--- src/rvCore_defines.svh ---
`ifndef RVCORE_DEFINES_SVH
`define RVCORE_DEFINES_SVH

// data and address width
`define XLEN 32

`define REG_COUNT 32      // architectural registers, x0 included

`define DMEM_BYTES 1024   // data RAM size in bytes

`endif
--- src/rvPkg.sv ---
`default_nettype none

`include "rvCore_defines.svh"

package rvPkg;

    typedef enum logic [6:0] {
        opLoad   = 7'b0000011,
        opImm    = 7'b0010011,
        opStore  = 7'b0100011,
        opReg    = 7'b0110011,
        opLui    = 7'b0110111,
        opBranch = 7'b1100011,
        opJalr   = 7'b1100111,  // i-type layout
        opJal    = 7'b1101111
    } opcodeKind;

    typedef enum logic [2:0] {
        immI = 3'b000,
        immS = 3'b001,
        immB = 3'b010,
        immU = 3'b011,
        immJ = 3'b100
    } immKind;

    typedef enum logic [1:0] {
        aluAdd    = 2'b00,  // load/store address
        aluBranch = 2'b01,  // compare picked by funct3
        aluFunct  = 2'b10,  // i-type and r-type ops
        aluJump   = 2'b11   // jalr target, flag forced high
    } aluOpKind;

    // bit 1 marks the alu target, bit 0 gets anded with the flag
    typedef enum logic [1:0] {
        pcPlus4     = 2'b00,
        pcTarget    = 2'b01,  // pc + imm
        pcAluTarget = 2'b11   // rs1 + imm
    } pcSrcKind;

    typedef enum logic [1:0] {
        resAlu     = 2'b00,
        resMem     = 2'b01,
        resPcPlus4 = 2'b10,  // link address
        resImm     = 2'b11   // lui
    } resultSrcKind;

    typedef struct packed {
        logic         regWrite;
        logic         ramWrite;
        aluOpKind     aluOp;
        logic         aluSrc;     // imm as operand b
        immKind       immSrc;
        pcSrcKind     pcSrc;
        resultSrcKind resultSrc;
    } ctrlSignals;

    typedef struct packed {
        logic             wbEn;
        logic [4:0]       wbAddr;
        logic [`XLEN-1:0] wbData;
        logic [`XLEN-1:0] pc;       // pc of the retiring instruction
    } traceInfo;

endpackage

`default_nettype wire

--- src/controlDecoder.sv ---
`timescale 1ns/1ns
`default_nettype none

`include "rvCore_defines.svh"

module controlDecoder import rvPkg::*; (
    input  wire logic [`XLEN-1:0] instr,
    input  wire logic             flag,   // branch condition from alu
    output ctrlSignals            ctrl
);

    opcodeKind    op;
    immKind       immSrc;
    logic         aluSrc;
    aluOpKind     aluOp;
    logic         regWrite;
    logic         ramWrite;
    pcSrcKind     pcReq;       // request before the flag is applied
    pcSrcKind     pcSrc;
    resultSrcKind resultSrc;

    assign op = opcodeKind'(instr[6:0]);  // major opcode sits in the low bits

    always_comb begin
        case (op)
            opImm, opLoad, opJalr: immSrc = immI;
            opStore:               immSrc = immS;
            opBranch:              immSrc = immB;
            opLui:                 immSrc = immU;
            opJal:                 immSrc = immJ;
            default:               immSrc = immI;
        endcase
    end

    always_comb begin
        case (op)
            opImm, opLoad, opStore, opJalr, opLui, opJal: aluSrc = 1'b1;
            default:                                      aluSrc = 1'b0;  // r-type, branch
        endcase
    end

    always_comb begin
        case (op)
            opBranch:     aluOp = aluBranch;
            opImm, opReg: aluOp = aluFunct;
            opJal, opJalr: aluOp = aluJump;  // unconditional via flag
            default:      aluOp = aluAdd;    // load/store address too
        endcase
    end

    always_comb begin
        case (op)
            opImm, opReg, opLoad, opLui, opJal, opJalr: regWrite = 1'b1;
            default:                                    regWrite = 1'b0;
        endcase
    end

    always_comb begin
        case (op)
            opStore: ramWrite = 1'b1;
            default: ramWrite = 1'b0;
        endcase
    end

    always_comb begin
        case (op)
            opBranch, opJal: pcReq = pcTarget;
            opJalr:          pcReq = pcAluTarget;
            default:         pcReq = pcPlus4;  // unknown ops fall through
        endcase
    end

    always_comb begin
        case (op)
            opLoad:        resultSrc = resMem;
            opJal, opJalr: resultSrc = resPcPlus4;
            opLui:         resultSrc = resImm;
            default:       resultSrc = resAlu;
        endcase
    end

    // not-taken branch drops back to pc+4
    assign pcSrc = (pcReq == pcTarget && !flag) ? pcPlus4 : pcReq;

    always_comb begin
        ctrl.regWrite  = regWrite;
        ctrl.ramWrite  = ramWrite;
        ctrl.aluOp     = aluOp;
        ctrl.aluSrc    = aluSrc;
        ctrl.immSrc    = immSrc;
        ctrl.pcSrc     = pcSrc;
        ctrl.resultSrc = resultSrc;
    end

endmodule

`default_nettype wire

--- config.mk ---
export PLATFORM = sky130hd
export DESIGN_NAME = controlDecoder
export DESIGN_NICKNAME = d
export VERILOG_FILES = /design/src/rvPkg.sv /design/src/controlDecoder.sv
export VERILOG_INCLUDE_DIRS = /design/src /design/src/src
export SDC_FILE = /design/constraint.sdc
export NUM_CORES = 1
export LEC_CHECK = 0
export ABC_AREA = 1
export CAP_MARGIN = 10
export CELL_PAD_IN_SITES_DETAIL_PLACEMENT = 2
export CELL_PAD_IN_SITES_GLOBAL_PLACEMENT = 2
export CORE_AREA = 2 2 39 41
export DETAILED_ROUTE_END_ITERATION = 6
export DIE_AREA = 0 0 41 43
export DONT_BUFFER_PORTS = 1
export GPL_ROUTABILITY_DRIVEN = 0
export PLACE_DENSITY_LB_ADDON = 0.1
export SYNTH_ARGS = -nofsm -noshare
export SYNTH_HDL_FRONTEND = slang
export SYNTH_SLANG_ARGS = --single-unit
--- constraint.sdc ---
create_clock -name vclk -period 1.7
set_input_delay 0.255 -clock vclk [all_inputs]
set_output_delay 0.255 -clock vclk [all_outputs]
set_load 0.02 [all_outputs]
==> qor.csv, run 1 <==
stage,metric,value,unit
pwr,Gate power share,100.0,%
logic_synthesis,mux share of post-synthesis cell area,0,%
critical_path,"Slowest-stage cell, CP",nor2_1,
logic_synthesis,Compound-Gate Fraction of Synth Area,13.1,%
logic_synthesis,synth top area cells,"nand2_1, nor2_2, nor2_1",
finish,# diodes,0,
grt,GRT Total Usage,9.09,%
placement,dpl hpwl,716,um
pwr,peak supply drop,22.5,uV
critical_path,WP data arrival,1010,ps
timing,Final min period,1270,ps
grt,largest net degree at the start of global routing,6,
finish,Post-Layout Cell Count,62,
timing,Final period util,74.5,%
die,die outline width,41,um
pwr,Pint,0.00000848,W
logic_synthesis,synth warn,0,
timing,Worst Tran Pin Value,427,ps
route,Vias,278,
route,DRT Pass-1 Iters,2,
critical_path,CP dominant cell by count,inv_2,
logic_synthesis,syn_area_per_cell,4.87,sq um
logic_synthesis,simple-gate share of the synthesized area,60.7,%
timing,RSZ-0062 raised after global routing,no,
logic_synthesis,Post-Synthesis Cells,47,
clock_tree,count of hold-fix buffers inserted at cts,0,
route,vias per cell,4.48,
finish,Synth-to-Final Area Change,5.46,%
pwr,power density cells,125,mW/mm^2
finish,FF+latch area,0,sq um
route,drt wl/cell,12.1,um
logic_synthesis,Synth area leader,nand2_1,
logic_synthesis,syn nets,80,
logic_synthesis,largest family of logic cells by synthesized area,simple AND/OR/NAND/NOR gates,
logic_synthesis,Cell variety after synth,13,
route,iteration-0 DRC count of the detailed router,2,
critical_path,CP top delay family,simple AND/OR/NAND/NOR gates,
pwr,switching power,0.0000218,W
critical_path,critical path required time,1440,ps
die,Row Count,14,
placement,dpl cells,62,
clock_tree,Post CTS Setup Buffer Count,0,
logic_synthesis,register area share after synthesis,0,%
timing,final hold vios,0,
finish,"Core Util, Final",17.5,%
finish,most frequent cells in the layout,"nand2_1, nor2_1, inv_1, inv_2, nor2_2",
pwr,LEAKAGE,0.137,nW
grt,first-pass GRT wire length,1.20,mm
logic_synthesis,Synth Area in XOR/XNOR,0,%
pwr,switching part of the total power,72.0,%
grt,initial antenna violation count,0,
timing,Slew Limit Headroom,71.3,%
finish,FFs & Latches,0,
critical_path,worst-path cell chain,nand2_2 > inv_2 > nand2_1 > nor2_2 > inv_2 > nor2_1,
route,antenna-violating nets left,0,
placement,PortBufs,0,
timing,Worst Hold Margin,696,ps
finish,"most common cell after layout, fill and taps aside",nand2_1,
timing,"Slew Viols, Final",0,
logic_synthesis,Yosys top cell area share,18.0,%
grt,GRT overflow,0,
min_path,hold wc startpoint,instr[6],
timing,setup_tns,0,ps
pwr,Seq pwr share,0,%
timing,endpoints failing setup,0,
critical_path,Critical Path Source,instr[1],
grt,number of global-route vias before repair,308,
die,Initial Util,16.5,%
route,Post-Route WL,753,um
timing,Max Clk Rate,790,MHz
min_path,Worst Hold Class,in2out,
critical_path,maximum fanout along the worst path,4,
outcome,outcome,"complete, no violations",
critical_path,Buf/Inv on CP,2,
finish,Clock Buffer Count,0,
die,Top Ports,45,
placement,dpl cell area,241,sq um
finish,Finished Cell Area,241,sq um
clock_tree,quantity of gates resized following cts,0,
route,Residual DRC,0,
finish,layout cell share with drive strength beyond 1,34.8,%
finish,layout net count,81,
die,die area,0.00176,sq mm
die,area of the core region,0.00138,sq mm
critical_path,max incr delay on CP,300,ps
pwr,clock share of power,0,%
critical_path,Worst setup EP type,primary output,
die,DIE HEIGHT,43,um
logic_synthesis,Mapped Area,229,sq um
critical_path,critical path class,in2out,
logic_synthesis,adder-cell share of the synthesized area,0,%
critical_path,Worst setup SP type,input port,
run,max-cap viol count,0,
==> metrics by stage <==
step                      total power [W]  worst slack, ps
after global placement          0.0000293              439
after detailed placement        0.0000313              398
final                           0.0000303              434
after floorplan                 0.0000280              473
after CTS                       0.0000313              398
after global routing            0.0000345              338
==> cells in the mapped netlist, drive strengths merged <==
| cell type | number |
|---|---|
| nor3 | 1 |
| nor2 | 13 |
| nand2 | 12 |
| inv | 10 |
| o211ai | 1 |
| buf | 3 |
| o21ai | 3 |
| nand3 | 4 |
==> per-layer routing <==
metal  vias to the layer above  track usage, %  routed length [um]
met2                        10            19.4                 454
met1                       131            8.86                 249
met3                         0           0.524                  49
met4                         0               0                   0
met5                         -               0                   0
li1                        137               -                   -
==> cell families after synthesis <==
family,count (synthesis)
AOI/OAI and AO/OA,4
and+or+nand+nor,30
buffers and inverters,13
==> power groups by stage <==
stage	clock (W)	sequential, W	combinational (W)
6_report	0	0	0.0000303
2_1_floorplan	0	0	0.0000280
3_3_place_gp	0	0	0.0000293
4_1_cts	0	0	0.0000313
5_1_grt	0	0	0.0000345
3_5_place_dp	0	0	0.0000313
==> final timing paths <==
kind / endpoint / cells past startpoint
max: ctrl[10] / 6
min: ctrl[10] / 3
==> layout make-up <==
class                      count  area (sq um)
tap                           16          20.0
timing repair buffer           2          15.0
fill                         188          1140
multi-input combinational     34           169
inverter                      10          37.5
(Power assumes the default switching activity.)
==> run 2, diff against run 1 <==
==> constraint.sdc (replaced) <==
create_clock -name vclk -period 1.2
set_input_delay 0.18 -clock vclk [all_inputs]
set_output_delay 0.18 -clock vclk [all_outputs]
set_load 0.02 [all_outputs]
==> run 2 against run 1 <==
  * Utilization increased by 0.54 points
  * Worst setup slack worse by 290 ps
  * Die area stayed put
  * Largest power group unchanged
==> qor.csv, run 2 (same netlist as run 1, synthesis figures left out) <==
stage,metric,value,unit,change
route,iteration-0 DRC count of the detailed router,0,,was 2
finish,# diodes,0,,unchanged
finish,"most common cell after layout, fill and taps aside",nand2_1,,unchanged
critical_path,"Slowest-stage cell, CP",nand3_1,,was nor2_1
die,die outline width,41,um,unchanged
run,max-cap viol count,0,,unchanged
grt,initial antenna violation count,0,,unchanged
die,Top Ports,45,,unchanged
finish,Synth-to-Final Area Change,8.74,%,was 5.46%
die,DIE HEIGHT,43,um,unchanged
route,routed wl met3,51,um,was 49 um
route,WL met1,273,um,was 249 um
finish,layout net count,82,,was 81
placement,dpl hpwl,690,um,was 716 um
timing,Worst Tran Pin Value,418,ps,was 427 ps
route,Max Used Layer,met3,,unchanged
clock_tree,Post CTS Setup Buffer Count,0,,unchanged
route,Vias,275,,was 278
timing,final hold vios,0,,unchanged
outcome,outcome,"complete, no violations",,unchanged
timing,"Slew Viols, Final",0,,unchanged
timing,endpoints failing setup,0,,unchanged
route,antenna-violating nets left,0,,unchanged
timing,Slew Limit Headroom,71.9,%,was 71.3%
pwr,LEAKAGE,0.142,nW,was 0.137 nW
clock_tree,quantity of gates resized following cts,0,,unchanged
finish,Clock Buffer Count,0,,unchanged
clock_tree,count of hold-fix buffers inserted at cts,0,,unchanged
critical_path,worst-path cell chain,nand2_2 > inv_2 > nand2_1 > nor2_2 > nand2_1 > nand3_1,,was nand2_2 > inv_2 > nand2_1 > nor2_2 > inv_2 > nor2_1
critical_path,critical path class,in2out,,unchanged
finish,"Core Util, Final",18.0,%,was 17.5%
grt,first-pass GRT wire length,1.28,mm,was 1.20 mm
finish,most frequent cells in the layout,"nand2_1, nor2_1, inv_1, inv_2, nor2_2",,unchanged
critical_path,Worst setup EP type,primary output,,unchanged
route,Residual DRC,0,,unchanged
grt,largest net degree at the start of global routing,6,,unchanged
route,met2 WL,415,um,was 454 um
finish,FF+latch area,0,sq um,unchanged
finish,layout cell share with drive strength beyond 1,36.2,%,was 34.8%
timing,Final period util,88.0,%,
route,DRT Pass-1 Iters,1,,was 2
min_path,Worst Hold Class,in2out,,unchanged
finish,Finished Cell Area,249,sq um,was 241 sq um
critical_path,CP top delay family,simple AND/OR/NAND/NOR gates,,unchanged
timing,RSZ-0062 raised after global routing,no,,unchanged
timing,Max Clk Rate,947,MHz,
critical_path,maximum fanout along the worst path,4,,unchanged
grt,GRT overflow,0,,unchanged
pwr,power density cells,171,mW/mm^2,was 125 mW/mm^2
route,vias per cell,4.37,,was 4.48
timing,Final min period,1060,ps,
placement,PortBufs,0,,unchanged
timing,setup_tns,0,ps,unchanged
finish,FFs & Latches,0,,unchanged
critical_path,critical path required time,1020,ps,was 1440 ps
critical_path,CP dominant cell by count,nand2_1,,was inv_2
critical_path,max incr delay on CP,210,ps,was 300 ps
die,Row Count,14,,unchanged
critical_path,Buf/Inv on CP,1,,was 2
route,drt wl/cell,11.7,um,was 12.1 um
die,Initial Util,16.5,%,unchanged
placement,dpl cell area,249,sq um,was 241 sq um
die,die area,0.00176,sq mm,unchanged
timing,Worst Hold Margin,546,ps,was 696 ps
pwr,peak supply drop,32.7,uV,was 22.5 uV
critical_path,Worst setup SP type,input port,,unchanged
grt,number of global-route vias before repair,304,,was 308
critical_path,WP data arrival,880,ps,was 1010 ps
grt,GRT Total Usage,9.69,%,was 9.09%
route,Post-Route WL,740,um,was 753 um
die,area of the core region,0.00138,sq mm,unchanged
[run 2: changes by cell type in the layout (fill, tap and decap cells not counted)]
cell,previous run,this run
buf_4,2,3
[run 2: per-stage QoR]
step	power, W	setup WS (ps)	cells
finish	0.0000426	144	63
global route	0.0000501	36.2	63
CTS	0.0000438	114	63
detailed placement	0.0000437	116	63
global placement	0.0000418	157	63
floorplan	0.0000397	123	47
[run 2: layout make-up]
class | count | area, sq um
Fill cell | 182 | 1130
Inverter | 10 | 37.5
Tap cell | 16 | 20.0
Timing Repair Buffer | 3 | 22.5
Multi-Input combinational cell | 34 | 169
[run 2: path summary, 6_finish.rpt]
| kind | start | end | cells after the start |
|---|---|---|---|
| hold / removal | instr[6] | ctrl[4] | 3 |
| setup / recovery | instr[1] | ctrl[11] | 6 |
[run 2: report_power, final]
group	total (W)	switching (W)	internal [W]	leakage [nW]
Clock	0	0	0	0
Sequential	0	0	0	0
Combinational	0.0000426	0.0000303	0.0000122	0.142
[run 2: per-layer routing]
metal,up-vias,track usage [%]
met4,0,0
met2,10,19.4
li1,138,-
met5,-,0
met3,0,1.05
met1,127,10.4
==> run 3, diff against run 2 <==
--- a/config.mk
+++ b/config.mk
@@ -15,7 +15,7 @@
 export DIE_AREA = 0 0 41 43
 export DONT_BUFFER_PORTS = 1
 export GPL_ROUTABILITY_DRIVEN = 0
-export PLACE_DENSITY_LB_ADDON = 0.1
+export PLACE_DENSITY_LB_ADDON = 0.05
 export SYNTH_ARGS = -nofsm -noshare
 export SYNTH_HDL_FRONTEND = slang
 export SYNTH_SLANG_ARGS = --single-unit
==> run 3 against run 2 <==
  * First-iteration DRC count unchanged
  * Total power increased by 1.5%
  * Worst setup slack got worse by 3.9 ps
  * Die area unchanged
  * Critical path depth decreased by 1
  * Sequential share of layout area unchanged
  * Combinational power increased by 1%
  * Global-route usage unchanged
  * Final area unchanged
  * Cell count unchanged
  * Utilization unchanged
  * Routed wire length increased by 0.95%
  * Largest cell class unchanged
  * Highest routed layer unchanged
==> qor.csv, run 3 (same netlist as run 1, synthesis figures left out) <==
stage,metric,value,unit,change
clock_tree,count of hold-fix buffers inserted at cts,0,,unchanged
critical_path,end of the critical path,ctrl[2],,was ctrl[11]
critical_path,WP data arrival,880,ps,about the same
timing,setup_tns,0,ps,unchanged
finish,Filler Cell Count,181,,was 182
timing,Final min period,1060,ps,about the same
finish,Clock Buffer Count,0,,unchanged
critical_path,maximum fanout along the worst path,4,,unchanged
timing,Slew Limit Headroom,71.4,%,was 71.9%
timing,Worst Tran Pin Value,426,ps,was 418 ps
die,DIE HEIGHT,43,um,unchanged
finish,most frequent cells in the layout,"nand2_1, nor2_1, inv_1, inv_2, nor2_2",,unchanged
die,die outline width,41,um,unchanged
die,Initial Util,16.5,%,unchanged
grt,initial antenna violation count,0,,unchanged
finish,FFs & Latches,0,,unchanged
pwr,LEAKAGE,0.142,nW,unchanged
die,area of the core region,0.00138,sq mm,unchanged
finish,"most common cell after layout, fill and taps aside",nand2_1,,unchanged
critical_path,critical path class,in2out,,unchanged
grt,GRT overflow,0,,unchanged
route,iteration-0 DRC count of the detailed router,0,,unchanged
grt,number of global-route vias before repair,294,,was 304
timing,Worst Slack Setup Final,141,ps,was 144 ps
pwr,peak supply drop,28.0,uV,was 32.7 uV
critical_path,Worst setup SP type,input port,,unchanged
clock_tree,quantity of gates resized following cts,0,,unchanged
critical_path,critical path required time,1020,ps,about the same
timing,RSZ-0062 raised after global routing,no,,unchanged
finish,FF+latch area,0,sq um,unchanged
timing,final hold vios,0,,unchanged
route,Residual DRC,0,,unchanged
placement,PortBufs,0,,unchanged
route,antenna-violating nets left,0,,unchanged
timing,Max Clk Rate,944,MHz,was 947 MHz
critical_path,Worst setup EP type,primary output,,unchanged
timing,"Slew Viols, Final",0,,unchanged
min_path,Worst Hold Class,in2out,,unchanged
outcome,outcome,"complete, no violations",,unchanged
grt,first-pass GRT wire length,1.24,mm,was 1.28 mm
die,die area,0.00176,sq mm,unchanged
finish,# diodes,0,,unchanged
pwr,power density cells,173,mW/mm^2,was 171 mW/mm^2
finish,layout cell share with drive strength beyond 1,36.2,%,unchanged
critical_path,Critical Path Source,instr[4],,was instr[1]
clock_tree,Post CTS Setup Buffer Count,0,,unchanged
grt,GRT Total Usage,9.69,%,unchanged
timing,endpoints failing setup,0,,unchanged
die,Top Ports,45,,unchanged
finish,layout net count,82,,unchanged
route,Post-Route WL,747,um,was 740 um
finish,Synth-to-Final Area Change,8.74,%,unchanged
route,vias per cell,4.41,,was 4.37
route,Vias,278,,was 275
route,drt wl/cell,11.9,um,was 11.7 um
grt,largest net degree at the start of global routing,6,,unchanged
route,DRT Pass-1 Iters,1,,unchanged
placement,pre-CTS setup slack,122,ps,was 116 ps
die,Row Count,14,,unchanged
finish,area occupied by multi-input gates,169,sq um,unchanged
timing,Final period util,88.3,%,was 88.0%
placement,dpl hpwl,696,um,was 690 um
run,max-cap viol count,0,,unchanged
==> run 3: how the worst min path moves through the flow <==
| stage | end | from | slack (ps) | depth (start not counted) |
|---|---|---|---|---|
| 2_1_floorplan | ctrl[6] | instr[3] | 510 | 2 |
| 3_3_place_gp | ctrl[4] | instr[6] | 540 | 3 |
| 3_5_place_dp | ctrl[4] | instr[6] | 550 | 3 |
| 4_1_cts | ctrl[4] | instr[6] | 550 | 3 |
| 5_1_grt | ctrl[4] | instr[6] | 570 | 3 |
| 6_report | ctrl[4] | instr[6] | 550 | 3 |
==> run 3: where the power goes <==
part | internal (W) | total (W) | switching, W
clock | 0 | 0 | 0
sequential | 0 | 0 | 0
combinational | 0.0000122 | 0.0000432 | 0.0000309
==> run 3: metal layers <==
metal / vias up / share of wire (%) / wire [um] / global-route usage [%]
li1: 139 / - / - / -
met1: 129 / 34 / 256 / 11.7
met2: 10 / 60 / 450 / 18.1
met3: 0 / 5.4 / 40 / 1.05
met4: 0 / 0 / 0 / 0
met5: - / 0 / 0 / 0
==> run 3: final cells by class <==
| class | count | area share (%) |
|---|---|---|
| Multi-Input combinational cell | 34 | 67.8 |
| Inverter | 10 | 15.1 |
| Timing Repair Buffer | 3 | 9.05 |
| Tap cell | 16 | 8.04 |
==> run 3: worst max-delay path, cell delays in order <==
cell and delay, ps:
inv_1 70, nand3_2 140, inv_2 100, o211ai_1 120
nor2_2 260
==> run 3: through the flow <==
| stage | cells | hold WS, ps | util [%] | power (W) | instance area (sq um) |
|---|---|---|---|---|---|
| after floorplan | 47 | 514 | - | 0.0000397 | 229 |
| after global placement | 63 | 545 | 18.0 | 0.0000421 | 249 |
| final | 63 | 548 | 18.0 | 0.0000432 | 249 |
| after detailed placement | 63 | 552 | 18.0 | 0.0000442 | 249 |
| after CTS | 63 | 554 | 18.0 | 0.0000443 | 249 |
| after global routing | 63 | 574 | 18.0 | 0.0000494 | 249 |
